[config.mk]
export PLATFORM = sky130hd
export DESIGN_NAME = astro_io_top
export DESIGN_NICKNAME = d
export VERILOG_FILES = /design/src/astro_io_pkg.sv /design/src/astro_cfg_pkg.sv /design/src/astro_io_top.sv /design/src/audio_mix.sv /design/src/switch_matrix.sv /design/src/game_config.sv
export SDC_FILE = /design/constraint.sdc
export NUM_CORES = 1
export LEC_CHECK = 0
export BUFFER_PORTS_ARGS = -buffer_cell sky130_fd_sc_hd__buf_2
export CORE_MARGIN = 2
export CORE_UTILIZATION = 45
export CTS_BUF_LIST = sky130_fd_sc_hd__clkbuf_2
export DETAILED_ROUTE_END_ITERATION = 8
export MAX_ROUTING_LAYER = met4
export PLACE_DENSITY_LB_ADDON = 0.3
export SKIP_LAST_GASP = 1
export SLEW_MARGIN = 20
export SYNTH_ARGS = -nofsm -noshare
export SYNTH_HDL_FRONTEND = slang
export SYNTH_SLANG_ARGS = --single-unit
[constraint.sdc]
create_clock -name clk_sys -period 3.25 [get_ports clk_sys]
set_input_delay 0.4875 -clock clk_sys [delete_from_list [all_inputs] [get_ports clk_sys]]
set_output_delay 0.4875 -clock clk_sys [all_outputs]
set_load 0.005 [all_outputs]
[src/astro_io_pkg.sv]
// Astrocade player input and audio definitions

package astro_io_pkg;

	// ==================================================
	// Joystick word layout
	// ==================================================

	// Width of one joystick word from the host
	localparam int joy_w = 16;

	// Direction and fire bits, same for both sticks
	localparam logic [3:0] joy_right = 4'd0;
	localparam logic [3:0] joy_left = 4'd1;
	localparam logic [3:0] joy_down = 4'd2;
	localparam logic [3:0] joy_up = 4'd3;
	localparam logic [3:0] joy_fire = 4'd4;

	// Start buttons, both taken from stick 0
	localparam logic [3:0] joy_start1 = 4'd6;
	localparam logic [3:0] joy_start2 = 4'd7;

	// Coin slot, also on stick 0
	localparam logic [3:0] joy_coin = 4'd8;

	// ==================================================
	// Switch matrix
	// ==================================================

	// Column strobes driven by the CPU
	localparam logic [7:0] col_ct0 = 8'h01;
	localparam logic [7:0] col_ct1 = 8'h02;
	localparam logic [7:0] col_ct2 = 8'h04;
	localparam logic [7:0] col_ct3 = 8'h08;

	// All rows released (inputs are active low)
	localparam logic [7:0] row_idle = 8'hFF;

	// ==================================================
	// Audio
	// ==================================================

	// Sound chip output and sample channel widths
	localparam int chip_w = 8;
	localparam int samp_w = 16;

	// Ceiling of the unsigned output range
	localparam logic [15:0] audio_max = 16'hFFFF;

endpackage

[src/astro_cfg_pkg.sv]
// Astrocade game configuration definitions

package astro_cfg_pkg;

	// ==================================================
	// Game mode codes
	// ==================================================

	// Value of the mode byte when nothing is loaded
	localparam logic [7:0] mode_none = 8'd0;

	// Space Zap, single sound chip, mono
	localparam logic [7:0] mode_spacezap = 8'd3;

	// Gorf, two chips plus speech samples
	localparam logic [7:0] mode_gorf = 8'd4;

	// Robby Roto, two chips in stereo
	localparam logic [7:0] mode_robby = 8'd6;

	// Gorf program 1, handled as plain Gorf here
	localparam logic [7:0] mode_gorf1 = 8'd7;

	// ==================================================
	// Download port
	// ==================================================

	// Index carrying the mode byte
	localparam logic [7:0] dl_index_mode = 8'd1;

	// Index carrying the DIP switch bytes
	localparam logic [7:0] dl_index_dip = 8'd254;

	// Number of DIP bytes held on the board
	localparam int dip_count = 8;

	// Byte address width of the download port
	localparam int dl_addr_w = 25;

endpackage
[src/astro_io_top.sv]
// Astrocade input and audio top level

`timescale 1ns/10ps

module astro_io_top (
	input  logic                                 clk_sys,
	input  logic                                 reset,

	// Download port from the host
	input  logic                                 dl_wr,
	input  logic [7:0]                           dl_index,
	input  logic [astro_cfg_pkg::dl_addr_w-1:0]  dl_addr,
	input  logic [7:0]                           dl_data,

	// CPU switch port and players
	input  logic [7:0]                           col_select,
	input  logic [astro_io_pkg::joy_w-1:0]       joy0,
	input  logic [astro_io_pkg::joy_w-1:0]       joy1,
	input  logic                                 votrax_busy,
	output logic [7:0]                           row_data,

	// Sound sources and mixed output
	input  logic [astro_io_pkg::chip_w-1:0]      chip_l,
	input  logic [astro_io_pkg::chip_w-1:0]      chip_r,
	input  logic [astro_io_pkg::samp_w-1:0]      samp_l,
	input  logic [astro_io_pkg::samp_w-1:0]      samp_r,
	input  logic                                 speech_sel,
	output logic [astro_io_pkg::samp_w-1:0]      audio_l,
	output logic [astro_io_pkg::samp_w-1:0]      audio_r
);

	// Game flags, one hot or all low
	logic is_spacezap;
	logic is_gorf;
	logic is_robby;

	// DIP bytes used by the kept games
	logic [7:0] dip0;
	logic [7:0] dip2;
	logic [7:0] dip3;

	// ==================================================
	// Configuration
	// ==================================================

	game_config cfg_i (
		.clk_sys     (clk_sys),
		.reset       (reset),
		.dl_wr       (dl_wr),
		.dl_index    (dl_index),
		.dl_addr     (dl_addr),
		.dl_data     (dl_data),
		.is_spacezap (is_spacezap),
		.is_gorf     (is_gorf),
		.is_robby    (is_robby),
		.dip0        (dip0),
		.dip2        (dip2),
		.dip3        (dip3)
	);

	// ==================================================
	// Player inputs
	// ==================================================

	switch_matrix sw_i (
		.clk_sys     (clk_sys),
		.reset       (reset),
		.col_select  (col_select),
		.joy0        (joy0),
		.joy1        (joy1),
		.votrax_busy (votrax_busy),
		.is_spacezap (is_spacezap),
		.is_gorf     (is_gorf),
		.is_robby    (is_robby),
		.dip0        (dip0),
		.dip2        (dip2),
		.dip3        (dip3),
		.row_data    (row_data)
	);

	// Sound output
	audio_mix mix_i (
		.clk_sys     (clk_sys),
		.reset       (reset),
		.chip_l      (chip_l),
		.chip_r      (chip_r),
		.samp_l      (samp_l),
		.samp_r      (samp_r),
		.speech_sel  (speech_sel),
		.is_spacezap (is_spacezap),
		.is_gorf     (is_gorf),
		.is_robby    (is_robby),
		.dip0        (dip0),
		.audio_l     (audio_l),
		.audio_r     (audio_r)
	);

endmodule

[src/audio_mix.sv]
// Per-game audio routing and mix

`timescale 1ns/10ps

module audio_mix (
	input  logic                             clk_sys,
	input  logic                             reset,
	input  logic [astro_io_pkg::chip_w-1:0]  chip_l,
	input  logic [astro_io_pkg::chip_w-1:0]  chip_r,
	input  logic [astro_io_pkg::samp_w-1:0]  samp_l,
	input  logic [astro_io_pkg::samp_w-1:0]  samp_r,
	input  logic                             speech_sel,
	input  logic                             is_spacezap,
	input  logic                             is_gorf,
	input  logic                             is_robby,
	input  logic [7:0]                       dip0,
	output logic [astro_io_pkg::samp_w-1:0]  audio_l,
	output logic [astro_io_pkg::samp_w-1:0]  audio_r
);

	// Chip bytes stretched to full range
	logic [astro_io_pkg::samp_w-1:0] dup_l;
	logic [astro_io_pkg::samp_w-1:0] dup_r;

	// One guard bit above the output width
	logic [astro_io_pkg::samp_w:0] work_l;
	logic [astro_io_pkg::samp_w:0] work_r;
	logic [astro_io_pkg::samp_w-1:0] sum_l;
	logic [astro_io_pkg::samp_w-1:0] sum_r;

	// Routing decodes
	logic cabinet;
	logic mono;
	logic [astro_io_pkg::samp_w-1:0] next_l;
	logic [astro_io_pkg::samp_w-1:0] next_r;

	assign dup_l = {chip_l, chip_l};
	assign dup_r = {chip_r, chip_r};

	// ==================================================
	// Gorf mixer
	// ==================================================

	// Speech is much louder than the chips, so halve the samples
	assign work_l = {2'b00, chip_l, chip_l[astro_io_pkg::chip_w-1:1]} + {2'b00, samp_l[15:1]};
	assign work_r = {2'b00, chip_r, chip_r[astro_io_pkg::chip_w-1:1]} + {2'b00, samp_r[15:1]};

	// Clip at the top instead of wrapping
	assign sum_l = work_l[astro_io_pkg::samp_w] ? astro_io_pkg::audio_max : work_l[15:0];
	assign sum_r = work_r[astro_io_pkg::samp_w] ? astro_io_pkg::audio_max : work_r[15:0];

	// ==================================================
	// Output routing
	// ==================================================

	// Upright cabinet: top speaker one chip, bottom chip or speech
	assign cabinet = is_gorf && dip0[0];
	assign mono = is_spacezap || !(is_gorf || is_robby);

	always_comb begin
		if (cabinet) begin
			next_l = dup_l;
			next_r = speech_sel ? samp_r : dup_r;
		end else if (is_gorf) begin
			next_l = sum_l;
			next_r = sum_r;
		end else if (mono) begin
			next_l = dup_l;
			next_r = dup_l;
		end else begin
			next_l = dup_l;
			next_r = dup_r;
		end
	end

	always_ff @(posedge clk_sys or posedge reset) begin
		if (reset) begin
			audio_l <= '0;
			audio_r <= '0;
		end else begin
			audio_l <= next_l;
			audio_r <= next_r;
		end
	end

endmodule

[src/switch_matrix.sv]
// Per-game switch matrix rows

`timescale 1ns/10ps

module switch_matrix (
	input  logic                            clk_sys,
	input  logic                            reset,
	input  logic [7:0]                      col_select,
	input  logic [astro_io_pkg::joy_w-1:0]  joy0,
	input  logic [astro_io_pkg::joy_w-1:0]  joy1,
	input  logic                            votrax_busy,
	input  logic                            is_spacezap,
	input  logic                            is_gorf,
	input  logic                            is_robby,
	input  logic [7:0]                      dip0,
	input  logic [7:0]                      dip2,
	input  logic [7:0]                      dip3,
	output logic [7:0]                      row_data
);

	// Active low stick nibble, right/left/down/up MSB first
	function automatic logic [3:0] stick_dirs(input logic [astro_io_pkg::joy_w-1:0] joy);
		stick_dirs = ~{joy[astro_io_pkg::joy_right], joy[astro_io_pkg::joy_left],
			joy[astro_io_pkg::joy_down], joy[astro_io_pkg::joy_up]};
	endfunction

	// Buttons inverted once, rows want them low when pressed
	logic n_s1;
	logic n_s2;
	logic n_coin;
	logic n_f1;
	logic n_f2;
	logic [3:0] dir1;
	logic [3:0] dir2;

	// Candidate rows per column and game
	logic [7:0] ct0_sz;
	logic [7:0] ct1_sz;
	logic [7:0] ct2_sz;
	logic [7:0] ct0_gf;
	logic [7:0] ct1_gf;
	logic [7:0] ct2_gf;
	logic [7:0] ct0_rr;
	logic [7:0] ct1_rr;
	logic [7:0] ct2_rr;

	// Row chosen for the current strobe
	logic [7:0] row_next;

	assign n_s1 = ~joy0[astro_io_pkg::joy_start1];
	assign n_s2 = ~joy0[astro_io_pkg::joy_start2];
	assign n_coin = ~joy0[astro_io_pkg::joy_coin];
	assign n_f1 = ~joy0[astro_io_pkg::joy_fire];
	assign n_f2 = ~joy1[astro_io_pkg::joy_fire];
	assign dir1 = stick_dirs(joy0);
	assign dir2 = stick_dirs(joy1);

	// ==================================================
	// Row layouts
	// ==================================================

	// Space Zap
	assign ct0_sz = {2'b11, n_s2, n_s1, dip2[1], 1'b1, n_coin, 1'b1};
	assign ct1_sz = {3'b111, n_f2, dir2};
	assign ct2_sz = {2'b11, dip2[0], n_f1, dir1};

	// Gorf, speech busy flag sits on top of ct2
	assign ct0_gf = {dip2[2], dip2[0], n_s2, n_s1, 1'b1, dip2[1], n_coin, 1'b1};
	assign ct1_gf = {3'b001, n_f2, dir2};
	assign ct2_gf = {votrax_busy, 2'b01, n_f1, dir1};

	// Robby Roto, spare bit between fire and stick
	assign ct0_rr = {1'b0, n_s2, n_s1, 1'b1, dip2[1], 1'b1, n_coin, 1'b1};
	assign ct1_rr = {2'b11, n_f2, 1'b1, dir2};
	assign ct2_rr = {2'b11, n_f1, 1'b1, dir1};

	// ==================================================
	// Column decode
	// ==================================================

	// ct3 is the DIP byte on every game, even none fitted
	always_comb begin
		row_next = astro_io_pkg::row_idle;
		case (col_select)
			astro_io_pkg::col_ct0: begin
				if (is_spacezap) row_next = ct0_sz;
				else if (is_gorf) row_next = ct0_gf;
				else if (is_robby) row_next = ct0_rr;
			end
			astro_io_pkg::col_ct1: begin
				if (is_spacezap) row_next = ct1_sz;
				else if (is_gorf) row_next = ct1_gf;
				else if (is_robby) row_next = ct1_rr;
			end
			astro_io_pkg::col_ct2: begin
				if (is_spacezap) row_next = ct2_sz;
				else if (is_gorf) row_next = ct2_gf;
				else if (is_robby) row_next = ct2_rr;
			end
			astro_io_pkg::col_ct3: row_next = dip3;
			default: row_next = astro_io_pkg::row_idle;
		endcase
	end

	// Registered towards the CPU read port
	always_ff @(posedge clk_sys or posedge reset) begin
		if (reset) begin
			row_data <= astro_io_pkg::row_idle;
		end else begin
			row_data <= row_next;
		end
	end

endmodule

[src/game_config.sv]
// Game mode and DIP switch capture

`timescale 1ns/10ps

module game_config (
	input  logic                                 clk_sys,
	input  logic                                 reset,
	input  logic                                 dl_wr,
	input  logic [7:0]                           dl_index,
	input  logic [astro_cfg_pkg::dl_addr_w-1:0]  dl_addr,
	input  logic [7:0]                           dl_data,
	output logic                                 is_spacezap,
	output logic                                 is_gorf,
	output logic                                 is_robby,
	output logic [7:0]                           dip0,
	output logic [7:0]                           dip2,
	output logic [7:0]                           dip3
);

	// Selected game as last downloaded
	logic [7:0] mode;

	// Full bank of DIP bytes
	logic [7:0] dip_reg [astro_cfg_pkg::dip_count];

	// Write decodes for the two download targets
	logic mode_wr;
	logic dip_wr;

	assign mode_wr = dl_wr && (dl_index == astro_cfg_pkg::dl_index_mode);

	// Addresses past the last DIP byte are dropped
	assign dip_wr = dl_wr && (dl_index == astro_cfg_pkg::dl_index_dip) &&
		(dl_addr < astro_cfg_pkg::dl_addr_w'(astro_cfg_pkg::dip_count));

	// ==================================================
	// Mode register
	// ==================================================

	always_ff @(posedge clk_sys or posedge reset) begin
		if (reset) begin
			mode <= astro_cfg_pkg::mode_none;
		end else if (mode_wr) begin
			mode <= dl_data;
		end
	end

	// Game flags, one cycle behind the mode register
	// Gorf program 1 runs on the Gorf board logic
	always_ff @(posedge clk_sys or posedge reset) begin
		if (reset) begin
			is_spacezap <= 1'b0;
			is_gorf <= 1'b0;
			is_robby <= 1'b0;
		end else begin
			is_spacezap <= (mode == astro_cfg_pkg::mode_spacezap);
			is_gorf <= (mode == astro_cfg_pkg::mode_gorf) ||
				(mode == astro_cfg_pkg::mode_gorf1);
			is_robby <= (mode == astro_cfg_pkg::mode_robby);
		end
	end

	// ==================================================
	// DIP bank
	// ==================================================

	// Low address bits pick the byte
	always_ff @(posedge clk_sys or posedge reset) begin
		if (reset) begin
			for (int i = 0; i < astro_cfg_pkg::dip_count; i++) begin
				dip_reg[i] <= 8'd0;
			end
		end else if (dip_wr) begin
			dip_reg[dl_addr[$clog2(astro_cfg_pkg::dip_count)-1:0]] <= dl_data;
		end
	end

	// Only bytes 0, 2 and 3 feed the kept games
	assign dip0 = dip_reg[0];
	assign dip2 = dip_reg[2];
	assign dip3 = dip_reg[3];

endmodule

Word level (Yosys, flattened, before mapping)
Cells that the tools add are included.
{"block": "word_totals", "register_bits": 115, "latch_bits": 0, "mem_bits_rw": 0, "mem_bits_ro": 0, "input_bits": 134, "out_inout_bits": 40, "word_cells": 68, "memories": 0}
{"block": "op_classes", "n_addsub": 2, "mul": 0, "div": 0, "magnitude_cmp": 3, "eq_ne": 10, "shift": 0, "n_mux": 21, "n_bitwise": 8, "reduce_logical": 9}
{"op": "two-way mux 16 bit", "count": 8}
{"op": "bitwise mux 64 bit", "count": 1}
{"op": "two-way mux 8 bit", "count": 8}
{"op": "adder 15 x 15 -> 16 bit", "count": 2}
{"op": "equality test 8 x 3 -> 1 bit (second input constant)", "count": 4}
{"op": "case mux 8 bit (4 select lines)", "count": 1}
{"op": "less-than comparator 25 x 4 -> 1 bit (second input constant)", "count": 1}
{"op": "demux 8 bit (select 3 bit)", "count": 1}
{"op": "equality test 8 x 1 -> 1 bit (second input constant)", "count": 2}
{"op": "equality test 8 x 2 -> 1 bit (second input constant)", "count": 2}
{"op": "two-way mux 6 bit", "count": 2}
{"op": "equality test 8 x 4 -> 1 bit (second input constant)", "count": 1}
{"op": "equality test 8 bit (second input constant)", "count": 1}
{"op": "inverter 4 bit", "count": 2}
{"op": "logical AND 1 bit", "count": 5}
{"op": "inverter 1 bit", "count": 5}
{"op": "greater-or-equal comparator 4 bit (second input constant)", "count": 1}
{"op": "less-than comparator 4 x 1 -> 1 bit (second input constant)", "count": 1}
{"op": "inverter 3 -> 4 bit", "count": 1}
{"op": "logical OR 1 bit", "count": 3}
{"op": "logical NOT 1 bit", "count": 1}

Longest topological paths before layout
Gate-level depths: netlist (run 1).
{"block": "depth", "ltp_word": 6, "ltp_mapped": 8, "mapped_depth_nobuf": 8}

Modules after synthesis
A second synthesis (run 1) with hierarchy kept.
{"block": "unflattened", "cells_unflattened": 531, "area_unflattened_um2": 5136.2}
{"mod": "audio_mix", "n_inst": 1, "cells_per_inst": 345, "area_each_um2": 2921.6, "seq_area_each_um2": 800.8}
{"mod": "game_config", "n_inst": 1, "cells_per_inst": 95, "area_each_um2": 1467.7, "seq_area_each_um2": 875.8}
{"mod": "switch_matrix", "n_inst": 1, "cells_per_inst": 91, "area_each_um2": 747.0, "seq_area_each_um2": 210.2}

Least setup slack after synthesis (run 1)
Ideal clock, no wire load.
{"block": "synth_path", "path_type": "input -> register", "startpoint": "in chip_r[1] in the netlist's numbering", "endpoint": "reg mix_i.audio_r[12] in the netlist's numbering", "setup_ns": 0.104, "t_arrival_ns": 2.324, "required_time_ns": 3.146, "path_slack_ns": 0.822, "cell_stages": 8, "path_buffers": 0, "cell_sequence": "ha_1 fa_1 a211oi_1 o21ai_0 a311oi_1 o21bai_1 xnor2_1 a221oi_1"}
{"block": "synth_between", "elab_chain_cells": 4}
{"item": "start, declared", "line": "astro_io_top.sv:24", "source": "input logic [astro_io_pkg::chip_w-1:0] chip_r,"}
{"item": "adder 15 x 15 -> 16 bit", "line": "audio_mix.sv:46", "source": "assign work_r = {2'b00, chip_r, chip_r[astro_io_pkg::chip_w-1:1]} + {2'b00, samp_r[15:1]};"}
{"item": "two-way mux 16 bit", "line": "audio_mix.sv:50", "source": "assign sum_r = work_r[astro_io_pkg::samp_w] ? astro_io_pkg::audio_max : work_r[15:0];"}
{"item": "two-way mux 16 bit", "line": "audio_mix.sv:64", "source": "end else if (is_gorf) begin"}
{"item": "two-way mux 16 bit", "line": "audio_mix.sv:61", "source": "if (cabinet) begin"}
{"item": "net mix_i.next_r, one bit", "line": "audio_mix.sv:35", "source": "logic [astro_io_pkg::samp_w-1:0] next_r;"}
{"item": "end signal, assigned", "line": "audio_mix.sv:82", "source": "audio_r <= next_r;"}
{"item": "end, declared", "line": "audio_mix.sv:18", "source": "output logic [astro_io_pkg::samp_w-1:0] audio_r"}
The timed path passes the listed nets, and every way through them passes these cells.
A chain may end at the register's enable or synchronous reset.

Final worst setup path (run 1)
Same ends and word-level chain as after synthesis.

==> parameters.txt, run 1 <==
Parameter                              Value

Clock tree
  Root buffer cell ... sky130_fd_sc_hd__clkbuf_2
  Clk buf depth ... 2
  H-Tree Depth ... 3
  Reg clk slew, reported paths ... 230 ps
  CTS-repair resized insts ... 0
  Clock insertion delay at the later pin of the skew report ... just over 500 ps
  Clock buffer count from CTS ... 9
  CTS tree ... done
  Buffers inserted by post-CTS timing repair ... 0
  Number of hold buffers added after cts ... 1
  Clock sink count ... 63

Finish
  Area grow syn2layout ... 23.5%
  Layout fillers ... 887
  Number of nets at the end of the flow ... 818
  Layout cell share with drive strength beyond 1 ... roughly 32%

Worst setup path
  R2r setup slk ... 1110 ps
  Arrival time of the worst setup path ... ~2800 ps
  Logic depth of the worst register-to-register path ... 3
  Critical path launch point type ... input pin
  FF-to-FF Start ... cfg_i.dip0[0]
  Critical path's slowest cell ... sky130_fd_sc_hd__fa_1
  Kind of critical path ... in2reg
  Capturing point of the worst reg2reg path ... mix_i.audio_r[15]
  Biggest cell delay along the critical path ... roughly 440 ps
  Worst endpoint required time ... 3670 ps
  Buffers plus inverters on the worst setup path ... 1
  Delay-heaviest family, CP ... compound AO/OA/AOI/OAI gates
  Maximum fanout along the worst path ... 4
  Cell breakdown of the critical path ... buf_2 -> ha_1 -> fa_1 -> a211oi_1 -> o21ai_0 -> a311oi_1 -> o21bai_1 -> xnor2_1 -> a221oi_1
  Endpoint class of the critical path ... flip-flop
  Setup crit start ... chip_r[1]

Placement
  GPL Wtd Cong ... 0.960
  Sum of net half-perimeters after detailed placement ... 10.1 mm
  # port buffers ... 153

Global routing
  Largest net degree at the start of global routing ... 27
  Total overflow reported by the global router ... 0
  First-pass GRT wire length ... around 22 mm
  Vias in the first global route ... ~4,400
  Total global-route track usage ... 25.2%
  Antenna violations before repair ... 1

Routing
  Vias per cell ... roughly 5.8
  Antenna viol nets, final ... 0
  Vias ... 4,590
  Residual DRC count ... 0
  Final wirelength ... 13.0 mm
  Average routed wire per standard cell ... about 16 µm
  Number of optimization iterations in the first detailed-route pass ... 5
  Violation count after the first detailed-route iteration ... 244

Yosys
  Most common flop cell mapped by yosys ... sky130_fd_sc_hd__dfrtp_1
  Number of cells produced by synthesis ... approximately 500
  Yosys warnings ... 0
  Syn Area/Cell ... roughly 8.9 µm²
  Count of flip-flops with a built-in enable after synthesis ... 0
  Post-Synthesis Net Count ... between 600 and 700
  Count of cell types in the netlist ... between 50 and 60
  Mapped cell area ... ~0.0045 mm²
  Part of the Yosys area used for sequential elements ... 35.5%
  Post-synthesis async set-or-reset flop share ... 100%
  #FFs+latches synth ... between 60 and 70

Die
  Placeable Area ... ~0.0097 mm²
  Number of rows created at floorplan ... 36
  Horizontal extent of the die ... about 100 µm
  Starting utilization of the core area ... between 40 and 50%
  Floorplan die height ... about 100 µm
  Die footprint ... about 0.011 mm²
  Number of top-level pins ... approximately 170

Hold path
  Start point of the worst min-delay path ... dl_data[6]
  Path type of the worst min-delay path ... in2reg
  Endpoint of the worst hold-timing path ... cfg_i.mode[6]
  Cell depth of the worst hold path ... 2

Outcome
  Status ... completed

Timing
  Worst slew slack as a fraction of its limit ... a little under two fifths
  Actual slew at the worst max-slew pin ... 939 ps
  Setup-failing EPs final ... 0
  Final period demand of the worst path ... approximately 2400 ps
  Setup repair after global routing missed its margin ... false
  Number of slew-limit violations in the final report ... 0
  Hold violation count in the final report ... 0
  Setup clock skew after layout ... around 33 ps
  Setup TNS ... 0 ps
  Period Utilization, post-route ... 72.4%
  Maximum operating frequency ... between 400 and 500 MHz

Power
  Combinational share of power ... 26.3%
  Sequential fraction of design power ... between 40 and 50%
  Switching part of the total ... 33.3%
  Cell internal power dissipation ... 1300 µW
  Cell leakage power ... about 0.0025 µW
  Power Density ... 352 mW/mm²
  IR drop worst, VDD ... 0.000203 V
  Net Sw Power ... 647 µW
  Clock network fraction of design power ... a little under a third
  Post-route total power ... 1940 µW

Job
  Number of maximum-capacitance violations ... 0
## cells by family (layout without fill, tap and decap cells)
| group | Yosys count | count (layout) | share of synthesized area [%] |
|---|---|---|---|
| buffers and inverters | 31 | 187 | 2.77 |
| xor gates and xnor gates | 15 | 15 | 2.94 |
| and+or+nand+nor | 159 | 159 | 18.6 |
| other | 0 | 1 | 0 |
| muxes | 25 | 25 | 6.15 |
| AOI/OAI and AO/OA | 176 | 176 | 24.8 |
| DFF | 63 | 63 | 35.5 |
| adders and majority gates | 32 | 32 | 9.29 |
## routing by layer
layer | global-route usage, % | up-vias | wire length (µm)
met4 | 8.88 | 0 | 282
met3 | 4.53 | 22 | 849
met2 | 39.9 | 197 | 6130
li1 | - | 2204 | -
met5 | - | - | 0
met1 | 32.8 | 2167 | 5720
## state kept, by name, indices dropped and copies added, names as in the netlist
signal / count
cfg_i.is_spacezap: 1
cfg_i.mode: 8
cfg_i.dip2: 3
mix_i.audio_l: 16
sw_i.row_data: 8
cfg_i.is_robby: 1
cfg_i.dip0: 1
cfg_i.dip3: 8
cfg_i.is_gorf: 1
mix_i.audio_r: 16
## through the flow
stage	util [%]	area (µm²)	instances	hold slack (ps)	worst slack (ps)
floorplan	-	4470	501	429	822
CTS	56.8	5520	790	165	929
detailed placement	55.1	5360	773	471	339
global placement	55.1	5360	773	462	422
global route	56.8	5520	791	138	677
finish	56.8	5520	791	198	897
## synthesized netlist by cell type (9+ instances only)
library cell / number / share of area, %
sky130_fd_sc_hd__a211oi_1: 14 / 2.3
sky130_fd_sc_hd__a21o_1: 9 / 1.5
sky130_fd_sc_hd__a21oi_1: 54 / 6.0
sky130_fd_sc_hd__a31oi_1: 9 / 1.3
sky130_fd_sc_hd__clkbuf_1: 13 / 1.1
sky130_fd_sc_hd__dfrtp_1: 55 / 31
sky130_fd_sc_hd__ha_1: 30 / 8.4
sky130_fd_sc_hd__inv_1: 12 / 1.0
sky130_fd_sc_hd__mux2_2: 20 / 5.0
sky130_fd_sc_hd__nand2_1: 41 / 3.4
sky130_fd_sc_hd__nand3_1: 15 / 1.7
sky130_fd_sc_hd__nor2_1: 28 / 2.3
sky130_fd_sc_hd__nor2b_1: 16 / 2.2
sky130_fd_sc_hd__nor3_1: 10 / 1.1
sky130_fd_sc_hd__o211ai_1: 12 / 2.0
sky130_fd_sc_hd__o21ai_0: 36 / 4.0
sky130_fd_sc_hd__xnor2_1: 10 / 2.0
## worst register-to-register path, delay by kind of cell (launching register included)
kind	cells	cell delay, ps
flip-flops	1	660
AO/OA/AOI/OAI	1	480
AND/OR/NAND/NOR	2	870
## worst max-delay path by stage
| stage | cells after the start | endpoint | slack, ps |
|---|---|---|---|
| after floorplan | 8 | mix_i.audio_r[12] | 820 |
| after global placement | 9 | mix_i.audio_r[12] | 420 |
| after detailed placement | 9 | mix_i.audio_r[12] | 340 |
| after CTS | 9 | mix_i.audio_r[12] | 930 |
| after global routing | 9 | mix_i.audio_r[12] | 680 |
| final | 9 | mix_i.audio_r[12] | 900 |
## power by group through the flow
stage                     combinational, µW  sequential (µW)  clock [µW]
final                                   510              825         609
after global routing                    567              829         656
after CTS                               505              825         624
after detailed placement                501              838           0
after global placement                  488              838           0
after floorplan                         305              840           0
## cell usage in the layout (no fill, tap or decap), types with 4 or more instances in the layout
cell type / instances
sky130_fd_sc_hd__a211oi_1: 14
sky130_fd_sc_hd__a21o_1: 9
sky130_fd_sc_hd__a21oi_1: 54
sky130_fd_sc_hd__a31oi_1: 9
sky130_fd_sc_hd__buf_2: 153
sky130_fd_sc_hd__buf_4: 5
sky130_fd_sc_hd__clkbuf_2: 9
sky130_fd_sc_hd__dfrtp_1: 55
sky130_fd_sc_hd__dfstp_2: 8
sky130_fd_sc_hd__ha_1: 30
sky130_fd_sc_hd__inv_1: 11
sky130_fd_sc_hd__mux2_2: 20
sky130_fd_sc_hd__mux2i_1: 5
sky130_fd_sc_hd__nand2_1: 41
sky130_fd_sc_hd__nand2b_1: 8
sky130_fd_sc_hd__nand3_1: 15
sky130_fd_sc_hd__nand3b_1: 4
sky130_fd_sc_hd__nand4_1: 8
sky130_fd_sc_hd__nor2_1: 28
sky130_fd_sc_hd__nor2b_1: 16
sky130_fd_sc_hd__nor3_1: 10
sky130_fd_sc_hd__nor4_1: 8
sky130_fd_sc_hd__o211ai_1: 12
sky130_fd_sc_hd__o21a_1: 4
sky130_fd_sc_hd__o21ai_0: 36
sky130_fd_sc_hd__o21bai_1: 6
sky130_fd_sc_hd__o22ai_1: 4
sky130_fd_sc_hd__or3_1: 4
sky130_fd_sc_hd__xnor2_1: 10
sky130_fd_sc_hd__xor2_1: 5
## layout make-up
type | instances | area (µm²) | area share, %
sequential | 63 | 1590 | 28.7
multi-input combinational | 407 | 2760 | 50.0
inverter | 12 | 45.0 | 0.815
antenna | 1 | 2.50 | 0.0453
timing repair buffer | 159 | 813 | 14.7
clock inverter | 7 | 103 | 1.86
clock buffer | 9 | 45.0 | 0.815
tap | 133 | 166 | 3.01
Power figures use the tool's default switching activity.
==> inputs of run 2 (changes only) <==
- clock period: 3.25 -> 2.3 ns (I/O delays scaled with it)
==> run 2 against run 1 <==
Net effect:
- total power up 41%
- via count up 0.63%
- final cell count up 3.4%
- sequential power up 42%
- clock-buffer cell count unchanged
- flip-flop and latch count unchanged
- critical path depth unchanged
- critical endpoint is now mix_i.audio_r[14]
- largest cell class unchanged
==> parameters.txt, run 2 (synthesis results as in run 1) <==
Parameter                              Value

Outcome
  Status ... completed

Clock tree
  Root buffer cell ... sky130_fd_sc_hd__clkbuf_2
  Buffers inserted by post-CTS timing repair ... 0
  CTS tree ... done
  Clock buffer count from CTS ... 9
  Reg clk slew, reported paths ... roughly 210 ps
  Clock insertion delay at the later pin of the skew report ... 490 ps
  H-Tree Depth ... 3
  Number of hold buffers added after cts ... 1
  Clk buf depth ... 2
  CTS-repair resized insts ... 0
  Clock sink count ... 63

Hold path
  Path type of the worst min-delay path ... in2reg
  Endpoint of the worst hold-timing path ... mix_i.audio_r[3]
  Start point of the worst min-delay path ... samp_r[3]
  Cell depth of the worst hold path ... 3

Worst setup path
  R2r setup slk ... roughly 450 ps
  Logic depth of the worst register-to-register path ... 6
  Maximum fanout along the worst path ... 3
  Capturing point of the worst reg2reg path ... mix_i.audio_r[14]
  Critical path launch point type ... input pin
  Kind of critical path ... in2reg
  Cell breakdown of the critical path ... buf_2 -> ha_1 -> fa_1 -> a211oi_1 -> o21ai_0 -> a311oi_1 -> o21ai_0 -> a211o_1 -> nand3_1
  Most frequent cell on the critical path ... sky130_fd_sc_hd__o21ai_0
  Endpoint class of the critical path ... flip-flop
  Worst endpoint required time ... ~2700 ps
  FF-to-FF Start ... cfg_i.dip0[0]
  Critical path's slowest cell ... sky130_fd_sc_hd__fa_1
  Biggest cell delay along the critical path ... roughly 400 ps
  Arrival time of the worst setup path ... 2600 ps

Timing
  Worst slew slack as a fraction of its limit ... roughly two thirds
  Maximum operating frequency ... ~460 MHz
  Final period demand of the worst path ... about 2200 ps
  Setup TNS ... 0 ps
  Setup clock skew after layout ... 24.8 ps
  Actual slew at the worst max-slew pin ... between 500 and 600 ps
  Period Utilization, post-route ... between 90% and 100%
  Smallest hold slack ... approximately 80 ps
  Setup repair after global routing missed its margin ... false
  Number of slew-limit violations in the final report ... 0
  Hold violation count in the final report ... 0
  Setup-failing EPs final ... 0

Power
  Sequential fraction of design power ... 42.4%
  Combinational share of power ... between 20% and 30%
  IR drop worst, VDD ... between 0.0003 and 0.0004 V
  Power Density ... 479 mW/mm²
  Switching part of the total ... about a third
  Cell internal power dissipation ... roughly 1900 µW
  Clock network fraction of design power ... 29.7%
  Cell leakage power ... 0.00267 µW
  Net Sw Power ... between 800 and 900 µW

Placement
  Sum of net half-perimeters after detailed placement ... just over 10 mm
  GPL Wtd Cong ... between 0.8 and 0.9
  # port buffers ... between 150 and 200
  Placed insts ... 800

Finish
  Area grow syn2layout ... 28.2%
  Fin util ... between 50% and 60%
  Layout fillers ... between 900 and 1,000
  Largest registers ... mix_i.audio_l (16), mix_i.audio_r (16)
  Most common cell after layout, fill and taps aside ... sky130_fd_sc_hd__buf_2
  Sequential cell area in the final layout ... between 0.0015 and 0.002 mm²
  Commonest cells after routing, fill and taps aside ... sky130_fd_sc_hd__buf_2 (153), sky130_fd_sc_hd__dfrtp_1 (55), sky130_fd_sc_hd__a21oi_1 (54)
  Final std cells w/o fill ... 818
  Area occupied by multi-input gates ... roughly 0.0028 mm²
  Number of nets at the end of the flow ... between 800 and 900
  Layout cell share with drive strength beyond 1 ... between 30% and 40%

Die
  Horizontal extent of the die ... ~100 µm
  Number of top-level pins ... 174
  Floorplan die height ... approximately 100 µm
  Placeable Area ... about 0.0097 mm²
  Starting utilization of the core area ... 46.0%
  Die footprint ... roughly 0.011 mm²
  Number of rows created at floorplan ... 36

Routing
  Antenna viol nets, final ... 0
  Violation count after the first detailed-route iteration ... roughly 290
  Residual DRC count ... 0
  Final wirelength ... ~13 mm
  Number of optimization iterations in the first detailed-route pass ... 5
  Vias ... around 4,600
  Average routed wire per standard cell ... 16.4 µm
  Vias per cell ... 5.65

Global routing
  Largest net degree at the start of global routing ... 64
  Antenna violations before repair ... 0
  Total overflow reported by the global router ... 0
  Vias in the first global route ... around 4,500
  Total global-route track usage ... between 20 and 30%
  First-pass GRT wire length ... between 20 and 25 mm

Job
  Number of maximum-capacitance violations ... 0
run 2: how the worst max path moves through the flow:
stage	from	end	slack, ps	cells past startpoint
2_1_floorplan	chip_r[1]	mix_i.audio_r[12]	10	8
3_3_place_gp	chip_r[1]	mix_i.audio_r[12]	-270	9
3_5_place_dp	chip_r[1]	mix_i.audio_r[12]	-330	9
4_1_cts	chip_r[1]	mix_i.audio_r[14]	190	9
5_1_grt	chip_r[1]	mix_i.audio_r[14]	110	9
6_report	chip_r[1]	mix_i.audio_r[14]	120	9
run 2: layer usage:
layer	GRT usage [%]	wire [µm]	share of wire, %
met3	4.28	765	5.7
met4	6.76	168	1.3
met1	34.7	6240	47
met2	40.2	6240	47
met5	-	0	0
run 2: critical path, delay by kind of cell:
kind / cells / cell delay, ps
compound gates: 5 / 1440
fa+ha+maj: 2 / 620
buf+inv: 1 / 110
simple gates: 1 / 80
run 2: through the flow:
step | worst slack, ps | cell area (µm²) | power, µW
after global placement | -272 | 5580 | 1920
after detailed placement | -330 | 5580 | 1940
after CTS | 192 | 5730 | 2760
after floorplan | 14.3 | 4470 | 1620
after global routing | 114 | 5730 | 2900
final | 123 | 5730 | 2750
run 2: cell type report:
type	count	share of cell area (%)
tap	133	2.90
antenna	1	0.0436
sequential	63	27.7
inverter	12	0.786
clock buffer	9	0.786
timing repair buffer	186	17.9
clock inverter	7	1.68
multi-input combinational	407	48.2
run 2: power groups by stage:
stage               sequential, µW  clock (µW)  combinational (µW)
floorplan                     1190           0                 432
detailed placement            1180           0                 753
CTS                           1170         839                 760
global placement              1180           0                 739
global route                  1170         880                 848
finish                        1170         815                 767
==> inputs of run 3 (changes only) <==
- CORE_ASPECT_RATIO: default -> 1.25
- SLEW_MARGIN: 20 -> default
- clock period: 2.3 -> 2 ns (I/O delays scaled with it)
==> run 3 against run 2 <==
Net effect:
- first-iteration DRC count fell by 5.6%
- total power rose by 21%
- flip-flop and latch count did not move
- largest cell class unchanged
- largest power group unchanged
==> parameters.txt, run 3 (synthesis results as in run 1) <==
Parameter                              Value

Outcome
  Status ... completed

Power
  Cell internal power dissipation ... 2230 µW
  Cell leakage power ... 0.00290 µW
  Combinational share of power ... around 30%
  IR drop worst, VDD ... about 0.00028 V
  Clock network fraction of design power ... between 30 and 40%
  Sequential fraction of design power ... approximately 40%
  Net Sw Power ... about 1100 µW
  Switching part of the total ... 33.2%
  Power Density ... roughly 540 mW/mm²

Timing
  Setup repair after global routing missed its margin ... false
  Setup clock skew after layout ... roughly 43 ps
  Hold violation count in the final report ... 0
  Setup TNS ... 0 ps
  Maximum operating frequency ... between 500 and 600 MHz
  Number of slew-limit violations in the final report ... 0
  Period Utilization, post-route ... between 90% and 100%
  Actual slew at the worst max-slew pin ... about 550 ps
  Final period demand of the worst path ... between 1500 and 2000 ps
  Setup-failing EPs final ... 0
  Worst slew slack as a fraction of its limit ... approximately 63%

Finish
  Sequential cell area in the final layout ... roughly 0.0016 mm²
  Area grow syn2layout ... 37.1%
  Fin util ... 63.5%
  Final std cells w/o fill ... about 860
  Area occupied by multi-input gates ... roughly 0.0028 mm²
  Largest registers ... mix_i.audio_l (16), mix_i.audio_r (16)
  Layout cell share with drive strength beyond 1 ... 38.4%
  Most common cell after layout, fill and taps aside ... sky130_fd_sc_hd__buf_2
  Commonest cells after routing, fill and taps aside ... sky130_fd_sc_hd__buf_2 (153), sky130_fd_sc_hd__buf_4 (67), sky130_fd_sc_hd__dfrtp_1 (55)
  Layout fillers ... 853
  Number of nets at the end of the flow ... 891

Die
  Die footprint ... around 0.011 mm²
  Horizontal extent of the die ... a little over 90 µm
  Starting utilization of the core area ... ~46%
  Number of rows created at floorplan ... 40
  Placeable Area ... ~0.0097 mm²
  Number of top-level pins ... ~170
  Floorplan die height ... between 100 and 150 µm

Routing
  Detailed route wirelength on metal2 ... just over 7 mm
  Antenna viol nets, final ... 0
  Vias ... roughly 4,900
  Uppermost signal routing layer after detailed routing ... met4
  WL met3 ... 935 µm
  Number of optimization iterations in the first detailed-route pass ... 5
  Average routed wire per standard cell ... approximately 17 µm
  Wl on met1 ... 5.47 mm
  Final wirelength ... ~14 mm
  Violation count after the first detailed-route iteration ... about 270
  Vias per cell ... ~5.7
  Residual DRC count ... 0

Clock tree
  Clock sink count ... 63
  Reg clk slew, reported paths ... between 200 and 250 ps
  Clock insertion delay at the later pin of the skew report ... approximately 560 ps
  H-Tree Depth ... 3
  CTS-repair resized insts ... 0
  Clock buffer count from CTS ... 9
  Number of hold buffers added after cts ... 8
  Clk buf depth ... 2
  Buffers inserted by post-CTS timing repair ... 0
  Root buffer cell ... sky130_fd_sc_hd__clkbuf_2
  CTS tree ... done

Worst setup path
  Endpoint class of the critical path ... flip-flop
  Critical path launch point type ... flip-flop
  Maximum fanout along the worst path ... 17
  Arrival time of the worst setup path ... 2310 ps
  Worst endpoint required time ... 2490 ps
  Kind of critical path ... reg2reg

Global routing
  Largest net degree at the start of global routing ... 64
  First-pass GRT wire length ... about 23 mm
  Antenna violations before repair ... 1
  Vias in the first global route ... 4,855
  Total overflow reported by the global router ... 0
  Total global-route track usage ... 27.8%

Hold path
  Path type of the worst min-delay path ... in2reg

Job
  Number of maximum-capacitance violations ... 0

Placement
  Sum of net half-perimeters after detailed placement ... about 11 mm
  # port buffers ... roughly 150
  GPL Wtd Cong ... about 0.97
  Placed insts ... 829
[run 3: cell types whose count changed in the layout (fill, tap and decap cells not counted), sizes merged]
cell         change
buf             +36
inv              +2
clkinvlp         -2
dlygate4sd3     +10
[run 3: area by class of cell]
cell class	instances	share of cell area, %
timing repair buffer	232	22.8
antenna	1	0.0408
clock inverter	7	1.69
sequential	63	25.9
tap	126	2.57
inverter	12	0.734
clock buffer	9	0.734
multi-input combinational	407	45.6
[run 3: worst paths after layout]
| path | start | to | slack (ps) | depth (start not counted) |
|---|---|---|---|---|
| max | cfg_i.is_gorf | mix_i.audio_r[14] | 180 | 6 |
| min | votrax_busy | sw_i.row_data[7] | 20 | 3 |
| max reg2reg | cfg_i.is_gorf | mix_i.audio_r[14] | 180 | 6 |
| min reg2reg | cfg_i.mode[2] | cfg_i.is_spacezap | 500 | 1 |
| max in group asynchronous | reset | sw_i.row_data[2] | 1340 | 4 |
| min in group asynchronous | reset | mix_i.audio_r[8] | 320 | 4 |
[run 3: stage by stage]
stage          power (µW)  worst slack, ps  hold WS (ps)  cell area (µm²)
5_1_grt              3520             26.9          4.25             6130
3_3_place_gp         2300             -355           391             5870
3_5_place_dp         2320             -398           401             5870
6_report             3340              175          24.0             6130
4_1_cts              3340              190          1.67             6100
2_1_floorplan        1870            -41.1           417             4510
[run 3: critical path: stages (launching register included)]
cell,delay (ps)
sky130_fd_sc_hd__dfrtp_1,670
sky130_fd_sc_hd__nand2_1,360
sky130_fd_sc_hd__a21o_1,260
sky130_fd_sc_hd__a21oi_1,240
sky130_fd_sc_hd__nor3b_1,90
sky130_fd_sc_hd__nand3_1,90
sky130_fd_sc_hd__nand3_1,70
[run 3: routing by layer]
metal,vias up,track usage (%)
met5,-,-
met4,0,13.8
met3,44,5.40
met2,210,47.6
met1,2255,31.1
li1,2342,-
[run 3: power groups by stage]
stage | Sequential [µW] | Combinational, µW | Clock (µW)
finish | 1340 | 984 | 1010
global route | 1350 | 1090 | 1090
CTS | 1340 | 975 | 1030
detailed placement | 1360 | 956 | 0
global placement | 1360 | 935 | 0
floorplan | 1360 | 505 | 0
